### src/include/dma_params.svh
/*
 * Widths, queue depth, TCDM window and register map of the 2D DMA
 */

`ifndef DMA_PARAMS_SVH
`define DMA_PARAMS_SVH

`define DMA_ADDR_W      32
`define DMA_DATA_W      32
`define DMA_ID_W        8
`define DMA_QUEUE_DEPTH 4

// TCDM window, everything else is external
`define DMA_TCDM_BASE 32'h1000_0000
`define DMA_TCDM_SIZE 32'h1000

// Register word indices
`define DMA_REG_IDX_W      4
`define DMA_REG_SRC        4'd0
`define DMA_REG_DST        4'd1
`define DMA_REG_LEN        4'd2
`define DMA_REG_SRC_STRIDE 4'd3
`define DMA_REG_DST_STRIDE 4'd4
`define DMA_REG_REPS       4'd5
`define DMA_REG_NEXT_ID    4'd6
`define DMA_REG_DONE_ID    4'd7
`define DMA_REG_STATUS     4'd8

`endif

### src/hw/dma_pkg.sv
/*
 * Request, burst and memory port structs and FSM state enums
 */

`default_nettype none

`include "dma_params.svh"

package dma_pkg;

  typedef logic [`DMA_ADDR_W-1:0] addr_t;
  typedef logic [`DMA_DATA_W-1:0] data_t;

  // Register port access
  typedef struct packed {
    logic                      req;
    logic                      we;
    logic [`DMA_REG_IDX_W-1:0] idx;
    data_t                     wdata;
  } reg_req_t;

  // 2D transfer, len in words and strides in bytes
  typedef struct packed {
    addr_t src;
    addr_t dst;
    addr_t len;
    addr_t src_stride;
    addr_t dst_stride;
    addr_t reps;
  } nd_req_t;

  // One row of a 2D transfer
  typedef struct packed {
    addr_t src;
    addr_t dst;
    addr_t len;
    logic  last;
  } burst_req_t;

  typedef struct packed {
    logic  req;
    logic  we;
    addr_t addr;
    data_t wdata;
  } mem_req_t;

  typedef enum logic [1:0] {
    BE_IDLE,
    BE_READ,
    BE_WRITE
  } be_state_e;

  typedef enum logic {
    MID_IDLE,
    MID_ROWS
  } mid_state_e;

endpackage

`default_nettype wire

### src/hw/dma_req_fifo.sv
/*
 * Circular FIFO of queued 2D transfer requests
 */

`timescale 1ns/1ps
`default_nettype none

`include "dma_params.svh"

module dma_req_fifo #(
  parameter int unsigned DEPTH = `DMA_QUEUE_DEPTH
) (
  input  logic             clk_i,
  input  logic             arst_n_i,
  input  dma_pkg::nd_req_t data_i,
  input  logic             valid_i,
  output logic             ready_o,
  output dma_pkg::nd_req_t data_o,
  output logic             valid_o,
  input  logic             ready_i,
  output logic             full_o,
  output logic             empty_o
);
  import dma_pkg::*;

  localparam int unsigned PtrW = (DEPTH > 1) ? $clog2(DEPTH) : 1;
  localparam int unsigned CntW = $clog2(DEPTH + 1);

  nd_req_t         mem_q [DEPTH];
  logic [PtrW-1:0] wr_ptr_q;
  logic [PtrW-1:0] rd_ptr_q;
  logic [CntW-1:0] count_q;
  logic            push;
  logic            pop;

  assign full_o  = (count_q == CntW'(DEPTH));
  assign empty_o = (count_q == '0);
  assign ready_o = ~full_o;
  assign valid_o = ~empty_o;
  assign data_o  = mem_q[rd_ptr_q];
  assign push    = valid_i & ready_o;
  assign pop     = valid_o & ready_i;

  always_ff @(posedge clk_i) begin
    if (push) begin
      mem_q[wr_ptr_q] <= data_i;
    end
  end

  always_ff @(posedge clk_i or negedge arst_n_i) begin
    if (!arst_n_i) begin
      wr_ptr_q <= '0;
      rd_ptr_q <= '0;
      count_q  <= '0;
    end else begin
      if (push) begin
        wr_ptr_q <= (wr_ptr_q == PtrW'(DEPTH - 1)) ? '0 : wr_ptr_q + 1'b1;
      end
      if (pop) begin
        rd_ptr_q <= (rd_ptr_q == PtrW'(DEPTH - 1)) ? '0 : rd_ptr_q + 1'b1;
      end
      case ({push, pop})
        2'b10:   count_q <= count_q + 1'b1;
        2'b01:   count_q <= count_q - 1'b1;
        default: count_q <= count_q;
      endcase
    end
  end

endmodule

`default_nettype wire

### src/hw/dma_reg_frontend.sv
/*
 * Configuration registers, launch logic and transfer ID counters
 */

`timescale 1ns/1ps
`default_nettype none

`include "dma_params.svh"

module dma_reg_frontend (
  input  logic                   clk_i,
  input  logic                   arst_n_i,
  input  dma_pkg::reg_req_t      cfg_req_i,
  input  logic                   req_ready_i,
  input  logic                   complete_i,
  input  logic                   queue_full_i,
  input  logic                   busy_i,
  output logic [`DMA_DATA_W-1:0] cfg_rdata_o,
  output logic                   cfg_rvalid_o,
  output dma_pkg::nd_req_t       nd_req_o,
  output logic                   req_valid_o
);
  import dma_pkg::*;

  nd_req_t               cfg_q;
  logic [`DMA_ID_W-1:0]  last_id_q;
  logic [`DMA_ID_W-1:0]  done_id_q;
  logic [`DMA_ID_W-1:0]  new_id;
  data_t                 rdata_d;
  logic                  launch_rd;
  logic                  launch_ok;

  // Reading NEXT_ID is the launch command
  assign launch_rd   = cfg_req_i.req & ~cfg_req_i.we & (cfg_req_i.idx == `DMA_REG_NEXT_ID);
  assign req_valid_o = launch_rd & (cfg_q.len != '0) & (cfg_q.reps != '0) & ~queue_full_i;
  assign launch_ok   = req_valid_o & req_ready_i;
  assign new_id      = last_id_q + 1'b1;
  assign nd_req_o    = cfg_q;

  // --------------------------------------------------
  // Read data
  // --------------------------------------------------
  always_comb begin
    rdata_d = '0;
    if (!cfg_req_i.we) begin
      case (cfg_req_i.idx)
        `DMA_REG_SRC:        rdata_d = cfg_q.src;
        `DMA_REG_DST:        rdata_d = cfg_q.dst;
        `DMA_REG_LEN:        rdata_d = cfg_q.len;
        `DMA_REG_SRC_STRIDE: rdata_d = cfg_q.src_stride;
        `DMA_REG_DST_STRIDE: rdata_d = cfg_q.dst_stride;
        `DMA_REG_REPS:       rdata_d = cfg_q.reps;
        `DMA_REG_NEXT_ID: begin
          // Rejected launch answers ID 0
          if (launch_ok) begin
            rdata_d = {{(`DMA_DATA_W-`DMA_ID_W){1'b0}}, new_id};
          end
        end
        `DMA_REG_DONE_ID:    rdata_d = {{(`DMA_DATA_W-`DMA_ID_W){1'b0}}, done_id_q};
        `DMA_REG_STATUS:     rdata_d = {{(`DMA_DATA_W-2){1'b0}}, queue_full_i, busy_i};
        default:             rdata_d = '0;
      endcase
    end
  end

  always_ff @(posedge clk_i) begin
    if (cfg_req_i.req) begin
      cfg_rdata_o <= rdata_d;
    end
  end

  // --------------------------------------------------
  // Registers and counters
  // --------------------------------------------------
  always_ff @(posedge clk_i or negedge arst_n_i) begin
    if (!arst_n_i) begin
      cfg_q        <= '0;
      last_id_q    <= '0;
      done_id_q    <= '0;
      cfg_rvalid_o <= 1'b0;
    end else begin
      cfg_rvalid_o <= cfg_req_i.req;
      if (cfg_req_i.req && cfg_req_i.we) begin
        case (cfg_req_i.idx)
          `DMA_REG_SRC:        cfg_q.src        <= cfg_req_i.wdata;
          `DMA_REG_DST:        cfg_q.dst        <= cfg_req_i.wdata;
          `DMA_REG_LEN:        cfg_q.len        <= cfg_req_i.wdata;
          `DMA_REG_SRC_STRIDE: cfg_q.src_stride <= cfg_req_i.wdata;
          `DMA_REG_DST_STRIDE: cfg_q.dst_stride <= cfg_req_i.wdata;
          `DMA_REG_REPS:       cfg_q.reps       <= cfg_req_i.wdata;
          default: ;
        endcase
      end
      if (launch_ok) begin
        last_id_q <= new_id;
      end
      // In-order completion
      if (complete_i) begin
        done_id_q <= done_id_q + 1'b1;
      end
    end
  end

endmodule

`default_nettype wire

### src/hw/dma_2d_midend.sv
/*
 * 2D midend, splits a transfer into rows and signals completion
 */

`timescale 1ns/1ps
`default_nettype none

module dma_2d_midend (
  input  logic                clk_i,
  input  logic                arst_n_i,
  input  dma_pkg::nd_req_t    nd_req_i,
  input  logic                nd_valid_i,
  output logic                nd_ready_o,
  output dma_pkg::burst_req_t burst_o,
  output logic                burst_valid_o,
  input  logic                burst_ready_i,
  input  logic                burst_done_i,
  output logic                complete_o,
  output logic                busy_o
);
  import dma_pkg::*;

  mid_state_e state_q;
  addr_t      src_q;
  addr_t      dst_q;
  addr_t      len_q;
  addr_t      src_stride_q;
  addr_t      dst_stride_q;
  addr_t      rows_left_q;
  logic       last_sent_q;
  logic       complete_q;
  logic       nd_take;
  logic       burst_take;

  assign nd_ready_o    = (state_q == MID_IDLE);
  assign nd_take       = nd_valid_i & nd_ready_o;
  assign burst_valid_o = (state_q == MID_ROWS) & (rows_left_q != '0);
  assign burst_take    = burst_valid_o & burst_ready_i;

  assign burst_o.src  = src_q;
  assign burst_o.dst  = dst_q;
  assign burst_o.len  = len_q;
  assign burst_o.last = (rows_left_q == addr_t'(1));

  assign complete_o = complete_q;
  assign busy_o     = (state_q != MID_IDLE);

  // Row addresses, stepped by the strides per accepted row
  always_ff @(posedge clk_i) begin
    if (nd_take) begin
      src_q        <= nd_req_i.src;
      dst_q        <= nd_req_i.dst;
      len_q        <= nd_req_i.len;
      src_stride_q <= nd_req_i.src_stride;
      dst_stride_q <= nd_req_i.dst_stride;
    end else if (burst_take) begin
      src_q <= src_q + src_stride_q;
      dst_q <= dst_q + dst_stride_q;
    end
  end

  always_ff @(posedge clk_i or negedge arst_n_i) begin
    if (!arst_n_i) begin
      state_q     <= MID_IDLE;
      rows_left_q <= '0;
      last_sent_q <= 1'b0;
      complete_q  <= 1'b0;
    end else begin
      complete_q <= 1'b0;
      case (state_q)
        MID_IDLE: begin
          if (nd_take) begin
            state_q     <= MID_ROWS;
            rows_left_q <= nd_req_i.reps;
            last_sent_q <= 1'b0;
          end
        end
        MID_ROWS: begin
          if (burst_take) begin
            rows_left_q <= rows_left_q - 1'b1;
            if (burst_o.last) begin
              last_sent_q <= 1'b1;
            end
          end
          // Only one row is in flight, so this done belongs to the last row
          if (burst_done_i && last_sent_q) begin
            complete_q  <= 1'b1;
            last_sent_q <= 1'b0;
            state_q     <= MID_IDLE;
          end
        end
        default: state_q <= MID_IDLE;
      endcase
    end
  end

endmodule

`default_nettype wire

### src/hw/dma_backend.sv
/*
 * Backend copy engine, one read then one write per word
 */

`timescale 1ns/1ps
`default_nettype none

`include "dma_params.svh"

module dma_backend (
  input  logic                   clk_i,
  input  logic                   arst_n_i,
  input  dma_pkg::burst_req_t    burst_i,
  input  logic                   burst_valid_i,
  output logic                   burst_ready_o,
  output dma_pkg::mem_req_t      mem_o,
  input  logic [`DMA_DATA_W-1:0] mem_rdata_i,
  output logic                   done_o,
  output logic                   busy_o
);
  import dma_pkg::*;

  be_state_e state_q;
  addr_t     src_q;
  addr_t     dst_q;
  addr_t     left_q;

  assign burst_ready_o = (state_q == BE_IDLE);
  assign busy_o        = (state_q != BE_IDLE);
  assign done_o        = (state_q == BE_WRITE) && (left_q == addr_t'(1));

  // --------------------------------------------------
  // Memory access
  // --------------------------------------------------
  always_comb begin
    mem_o = '0;
    case (state_q)
      BE_READ: begin
        mem_o.req  = 1'b1;
        mem_o.addr = src_q;
      end
      BE_WRITE: begin
        // Read data arrives one cycle after the read
        mem_o.req   = 1'b1;
        mem_o.we    = 1'b1;
        mem_o.addr  = dst_q;
        mem_o.wdata = mem_rdata_i;
      end
      default: mem_o = '0;
    endcase
  end

  always_ff @(posedge clk_i) begin
    if (state_q == BE_IDLE && burst_valid_i) begin
      src_q <= burst_i.src;
      dst_q <= burst_i.dst;
    end else if (state_q == BE_WRITE) begin
      src_q <= src_q + addr_t'(4);
      dst_q <= dst_q + addr_t'(4);
    end
  end

  // --------------------------------------------------
  // FSM and word counter
  // --------------------------------------------------
  always_ff @(posedge clk_i or negedge arst_n_i) begin
    if (!arst_n_i) begin
      state_q <= BE_IDLE;
      left_q  <= '0;
    end else begin
      case (state_q)
        BE_IDLE: begin
          if (burst_valid_i) begin
            left_q  <= burst_i.len;
            state_q <= BE_READ;
          end
        end
        BE_READ: state_q <= BE_WRITE;
        BE_WRITE: begin
          left_q  <= left_q - 1'b1;
          state_q <= (left_q == addr_t'(1)) ? BE_IDLE : BE_READ;
        end
        default: state_q <= BE_IDLE;
      endcase
    end
  end

endmodule

`default_nettype wire

### src/hw/dma_addr_router.sv
/*
 * Address router between the TCDM and external word ports
 */

`timescale 1ns/1ps
`default_nettype none

`include "dma_params.svh"

module dma_addr_router (
  input  logic                   clk_i,
  input  logic                   arst_n_i,
  input  dma_pkg::mem_req_t      mem_i,
  output logic [`DMA_DATA_W-1:0] mem_rdata_o,
  output dma_pkg::mem_req_t      tcdm_req_o,
  input  logic [`DMA_DATA_W-1:0] tcdm_rdata_i,
  output dma_pkg::mem_req_t      ext_req_o,
  input  logic [`DMA_DATA_W-1:0] ext_rdata_i
);
  import dma_pkg::*;

  addr_t offset;
  logic  in_tcdm;
  logic  sel_tcdm_q;

  // Addresses below the base wrap to a large offset
  assign offset  = mem_i.addr - `DMA_TCDM_BASE;
  assign in_tcdm = (offset < `DMA_TCDM_SIZE);

  always_comb begin
    tcdm_req_o     = mem_i;
    tcdm_req_o.req = mem_i.req & in_tcdm;
    ext_req_o      = mem_i;
    ext_req_o.req  = mem_i.req & ~in_tcdm;
  end

  // Port of the last read, for the data one cycle later
  always_ff @(posedge clk_i or negedge arst_n_i) begin
    if (!arst_n_i) begin
      sel_tcdm_q <= 1'b0;
    end else if (mem_i.req && !mem_i.we) begin
      sel_tcdm_q <= in_tcdm;
    end
  end

  assign mem_rdata_o = sel_tcdm_q ? tcdm_rdata_i : ext_rdata_i;

endmodule

`default_nettype wire

### src/hw/dma_top.sv
/*
 * DMA top level, frontend, request FIFO, midend, backend and router
 */

`timescale 1ns/1ps
`default_nettype none

`include "dma_params.svh"

module dma_top (
  input  logic                   clk_i,
  input  logic                   arst_n_i,
  input  dma_pkg::reg_req_t      cfg_req_i,
  output logic [`DMA_DATA_W-1:0] cfg_rdata_o,
  output logic                   cfg_rvalid_o,
  output dma_pkg::mem_req_t      tcdm_req_o,
  input  logic [`DMA_DATA_W-1:0] tcdm_rdata_i,
  output dma_pkg::mem_req_t      ext_req_o,
  input  logic [`DMA_DATA_W-1:0] ext_rdata_i,
  output logic                   term_event_o,
  output logic                   busy_o
);
  import dma_pkg::*;

  nd_req_t    fe_req;
  nd_req_t    fifo_req;
  burst_req_t burst_req;
  mem_req_t   be_mem;
  data_t      be_rdata;
  logic       fe_valid;
  logic       fe_ready;
  logic       fifo_valid;
  logic       fifo_ready;
  logic       fifo_full;
  logic       fifo_empty;
  logic       be_valid;
  logic       be_ready;
  logic       be_done;
  logic       complete;
  logic       mid_busy;
  logic       be_busy;

  // Completion is broadcast as the event
  assign term_event_o = complete;
  assign busy_o       = ~fifo_empty | mid_busy | be_busy;

  dma_reg_frontend u_frontend (
    .clk_i        ( clk_i        ),
    .arst_n_i     ( arst_n_i     ),
    .cfg_req_i    ( cfg_req_i    ),
    .req_ready_i  ( fe_ready     ),
    .complete_i   ( complete     ),
    .queue_full_i ( fifo_full    ),
    .busy_i       ( busy_o       ),
    .cfg_rdata_o  ( cfg_rdata_o  ),
    .cfg_rvalid_o ( cfg_rvalid_o ),
    .nd_req_o     ( fe_req       ),
    .req_valid_o  ( fe_valid     )
  );

  dma_req_fifo #(
    .DEPTH ( `DMA_QUEUE_DEPTH )
  ) u_req_fifo (
    .clk_i    ( clk_i      ),
    .arst_n_i ( arst_n_i   ),
    .data_i   ( fe_req     ),
    .valid_i  ( fe_valid   ),
    .ready_o  ( fe_ready   ),
    .data_o   ( fifo_req   ),
    .valid_o  ( fifo_valid ),
    .ready_i  ( fifo_ready ),
    .full_o   ( fifo_full  ),
    .empty_o  ( fifo_empty )
  );

  dma_2d_midend u_midend (
    .clk_i         ( clk_i      ),
    .arst_n_i      ( arst_n_i   ),
    .nd_req_i      ( fifo_req   ),
    .nd_valid_i    ( fifo_valid ),
    .nd_ready_o    ( fifo_ready ),
    .burst_o       ( burst_req  ),
    .burst_valid_o ( be_valid   ),
    .burst_ready_i ( be_ready   ),
    .burst_done_i  ( be_done    ),
    .complete_o    ( complete   ),
    .busy_o        ( mid_busy   )
  );

  dma_backend u_backend (
    .clk_i         ( clk_i     ),
    .arst_n_i      ( arst_n_i  ),
    .burst_i       ( burst_req ),
    .burst_valid_i ( be_valid  ),
    .burst_ready_o ( be_ready  ),
    .mem_o         ( be_mem    ),
    .mem_rdata_i   ( be_rdata  ),
    .done_o        ( be_done   ),
    .busy_o        ( be_busy   )
  );

  dma_addr_router u_router (
    .clk_i        ( clk_i        ),
    .arst_n_i     ( arst_n_i     ),
    .mem_i        ( be_mem       ),
    .mem_rdata_o  ( be_rdata     ),
    .tcdm_req_o   ( tcdm_req_o   ),
    .tcdm_rdata_i ( tcdm_rdata_i ),
    .ext_req_o    ( ext_req_o    ),
    .ext_rdata_i  ( ext_rdata_i  )
  );

endmodule

`default_nettype wire

### config.mk
export PLATFORM = sky130hd
export DESIGN_NAME = dma_top
export DESIGN_NICKNAME = d
export VERILOG_FILES = /design/src/hw/dma_pkg.sv /design/src/hw/dma_req_fifo.sv /design/src/hw/dma_reg_frontend.sv /design/src/hw/dma_2d_midend.sv /design/src/hw/dma_backend.sv /design/src/hw/dma_addr_router.sv /design/src/hw/dma_top.sv
export VERILOG_INCLUDE_DIRS = /design/src /design/src/include
export SDC_FILE = /design/constraint.sdc
export NUM_CORES = 2
export LEC_CHECK = 0
export ABC_AREA = 1
export CORE_UTILIZATION = 54
export CTS_BUF_LIST = sky130_fd_sc_hd__clkbuf_16
export DETAILED_ROUTE_END_ITERATION = 6
export DONT_BUFFER_PORTS = 1
export HOLD_SLACK_MARGIN = 0.02
export PLACE_DENSITY = 0.8
export SKIP_CTS_REPAIR_TIMING = 1
export SYNTH_ARGS = -nofsm -noshare
export SYNTH_HDL_FRONTEND = slang
export SYNTH_SLANG_ARGS = --single-unit
### constraint.sdc
create_clock -name clk_i -period 14.1 [get_ports clk_i]
set_clock_uncertainty 0.2 [all_clocks]
set_input_delay 0 -clock clk_i [delete_from_list [all_inputs] [get_ports clk_i]]
set_output_delay 0 -clock clk_i [all_outputs]
set_load 0.005 [all_outputs]
==> impl_metrics.csv <==
group,metric,value,unit
status,status,"finished with violations",
status,violations,"design-rule violations, negative hold slack, max-slew violations",
layout,area.growth.synth_to_final,9.957,%
drt,wirelength,188500,µm
drt,drcViolationCount,6,
synth,synthesis.nets,6310,
layout,num-fill-cells,8842,
power,p_per_area,127.1,mW/mm²
grt,grt_pass1_wl,271500,µm
drt,routed_via_density,6.035,
grt,antenna_found_initial,17,
layout,largest_reg_flops,768,
sta,max_slew_margin,-0.2955,
placed_design,gp_congestion,1.054,
synth,ys_ff_latch,1310,
layout,final_cells,7672,
grt,grt_util_all_layers,0.3273,
clock_network,cts_tree,"built",
setup_path,r2r_cells,10,
placed_design,io_buffers,0,
setup_path,cp.arrival,4.71,ns
min_path,worstHoldPathType,"input pin to asynchronous set/reset pin",
synth,synth_area_per_cell,9.826,µm²
synth,yosysTopAreaCellShare,0.5112,
setup_path,path_class,"flip-flop to flip-flop",
sta,hold_slack,-0.2700,ns
drt,wire_per_inst,24.57,µm
power,pwr-share-clk,0.417,
synth,yosys.area.top_type,"edfxtp_1",
placed_design,dpl.hpwl,122800,µm
flow_run,drv_cap,0,
setup_path,slowest_delay,0.81,ns
sta,hold_violations,90,
clock_network,numCtsBuffers,132,
clock_network,clock_sinks,1310,
clock_network,h-tree-depth,4,
power,ir_drop,0.1290,mV
synth,syn_area,0.06016,mm²
sta,rsz0062_at_grt,"no",
floorplanning,die_area,0.1127,mm²
layout,top_register,"u_req_fifo.mem_q",
clock_network,clock_path_buffers,3,
floorplanning,fp.coreArea,0.1105,mm²
setup_path,cp_slowest_cell,"nand2_4",
floorplanning,dieHeight,335.8,µm
placed_design,dp.cells,7328,
synth,synth_cells,6122,
synth,synthFlopType,"edfxtp_1",
synth,yosysUniqueCellTypes,54,
drt,drt-initial-drc-count,6513,
layout,nets,6258,
sta,fin_crit_sh,0.3037,
power,power,8.409,mW
sta,slew_viol_final,279,
setup_path,crit-reg2reg-launch,"u_midend.busy_o$_DFF_PN0_",
power,power_frac_comb,0.034,
grt,grt_pass1_vias,42830,
drt,first_pass_iters,7,
layout,utilization,0.5985,
power,leakage,26.55,nW
power,switchingPower,1.943,mW
clock_network,clk_pin_slew_worst_paths,0.06,ns
setup_path,cp_common_cell,"buf_4",
setup_path,crit_path_end_kind,"flip-flop",
synth,ys_async_sr_fraction,0.2183,
synth,synth_edf_count,1024,
setup_path,path_cells,"buf_4 > inv_1 > buf_4 > nand2_2 > buf_4 > nand2_4 > buf_4 > inv_2 > nand2_1 > nand2_1",
synth,ys_warn_count,0,
sta,worstMarginPinSlew,1.943,ns
sta,finalSetupTns,0,ns
sta,period_minus_slack,4.282,ns
setup_path,start_kind,"flip-flop",
synth,synth.area.top_cells,"edfxtp_1 51%, dfrtp_1 12%, nand2_1 10%, o21ai_0 5.4%, nor2_1 4.5%",
drt,vias,46300,
power,power_frac_seq,0.549,
floorplanning,die-width,335.8,µm
layout,drive_gt1_frac,0.04628,
drt,antenna_left,0,
setup_path,regToRegSetupSlack,9.82,ns
sta,fmax,233.5,MHz
power,p_int,6.466,mW
clock_network,worstSkewPairLatency,0.77,ns
synth,synth_sequential_area_ratio,0.6301,
floorplanning,initial_core_util,0.5443,
setup_path,r2r_end,"u_midend.rows_left_q[30]$_DFFE_PN0P_",
setup_path,crit_fanout,71,
grt,grt_overflow,0,
power,p_sw_frac,0.2311,
floorplanning,num_rows,122,
clock_network,cts-root-buf,"clkbuf_16",
sta,setup_viol,0,
grt,grt_start_max_net_pins,287,
setup_path,cp.required,14.53,ns
floorplanning,io_pins,271,
==> cell type report <==
cell class / count / area [µm²] / share of cell area
Antenna cell: 4 / 10.01 / 0.0001513
Clock buffer: 133 / 3328 / 0.05032
Clock inverter: 111 / 989.7 / 0.01496
Inverter: 492 / 1864 / 0.02819
Multi-Input combinational cell: 3996 / 18790 / 0.2840
Sequential cell: 1310 / 37910 / 0.5732
Tap cell: 1488 / 1862 / 0.02815
Timing Repair Buffer: 138 / 1391 / 0.02103
==> placed cells by master (no fill, tap or decap), types with 6 or more instances in the layout <==
cell,n
o21bai_1,6
buf_4,37
clkinv_2,25
nand4_1,44
a221o_1,7
dfrtp_1,284
nor3b_1,6
dlygate4sd3_1,93
ha_1,80
bufinv_16,13
o22ai_1,164
nand3b_1,9
a21oi_1,148
o21ai_1,53
or2_2,9
clkinv_1,31
a41oi_1,15
xnor2_1,25
nand2_2,10
a32o_1,10
nor4_1,8
o21ai_0,647
edfxtp_1,1024
nor3_1,47
nand2_1,1662
inv_1,511
clkbuf_16,133
a31oi_1,10
nor2_1,714
xor2_1,78
nor2_2,8
nand3_1,189
==> synth_stat cells (3+ instances only) <==
cell         n
a21o_1       4
o21bai_1     6
nor3b_1      6
a22o_1       5
a32o_1      10
a221o_1      7
nand3_1    189
buf_4       73
nand2_1   1670
nand4_1     44
o22ai_1    164
fa_1         3
xnor2_1     25
buf_6       13
o21ai_1     53
ha_1        81
o21a_1       3
a41oi_1     15
inv_2        4
nor2_1     718
dfrtp_1    286
xor2_1      78
clkinv_1     5
clkbuf_1   152
or2_2        9
o21ai_0    647
buf_1       13
nor4_1       8
a31oi_1     10
nor3_1      47
nand3b_1     9
and2_1       5
a21oi_1    148
nor2_2       8
buf_2       73
inv_1      483
edfxtp_1  1024
==> critical path, delay by kind of cell, from the launching register on <==
kind	cells	cell delay (ns)
DFF	1	0.36
and+or+nand+nor	4	1.09
buffers and inverters	6	2.35
==> power by group through the flow <==
stage	Clock (mW)	Combinational (mW)	Sequential [mW]
after CTS	3.52	0.232	4.60
after floorplan	0	0.161	4.59
after global routing	3.66	0.318	4.63
after global placement	0	0.215	4.66
final	3.51	0.289	4.61
after detailed placement	0	0.227	4.68
==> how the worst max path moves through the flow <==
| stage | startpoint | to | slack, ns | depth (start not counted) |
|---|---|---|---|---|
| floorplan | u_req_fifo.count_q[2]$_DFFE_PN0P_ | u_req_fifo.mem_q[0][0]$_DFFE_PP_ | 4.01 | 8 |
| global placement | u_midend.busy_o$_DFF_PN0_ | u_midend.src_q[11]$_DFFE_PP_ | 9.91 | 9 |
| detailed placement | u_midend.busy_o$_DFF_PN0_ | u_midend.src_q[11]$_DFFE_PP_ | 9.85 | 9 |
| CTS | u_midend.busy_o$_DFF_PN0_ | u_midend.src_q[11]$_DFFE_PP_ | 9.83 | 9 |
| global route | u_midend.busy_o$_DFF_PN0_ | u_midend.src_q[11]$_DFFE_PP_ | 9.61 | 9 |
| finish | u_midend.busy_o$_DFF_PN0_ | u_midend.rows_left_q[30]$_DFFE_PN0P_ | 9.82 | 10 |
==> routing by layer <==
metal,vias up,wire (µm),track usage
li1,20540,-,-
met2,3322,84830,0.5001
met3,506,24510,0.07884
met4,16,9488,0.1518
met1,21920,69530,0.4439
met5,-,104,0
==> stage by stage <==
step / hold WS [ns] / cell area (µm²) / setup WS (ns)
6_report: -0.2700 / 66140 / 9.818
2_1_floorplan: -0.4956 / 60160 / 4.008
4_1_cts: -1.288 / 65120 / 9.834
3_5_place_dp: -0.4840 / 60800 / 9.849
5_1_grt: -0.04292 / 66130 / 9.611
3_3_place_gp: -0.4721 / 60800 / 9.908
==> cells by family after synthesis <==
family,synth area share
flip-flops,0.6301
XOR/XNOR,0.01500
adder cells (fa/ha/maj),0.01785
multiplexers,0.0003536
buffers and inverters,0.05861
AO/OA/AOI/OAI,0.09726
AND/OR/NAND/NOR,0.1808
No activity file was read; power rests on OpenSTA's default activity.
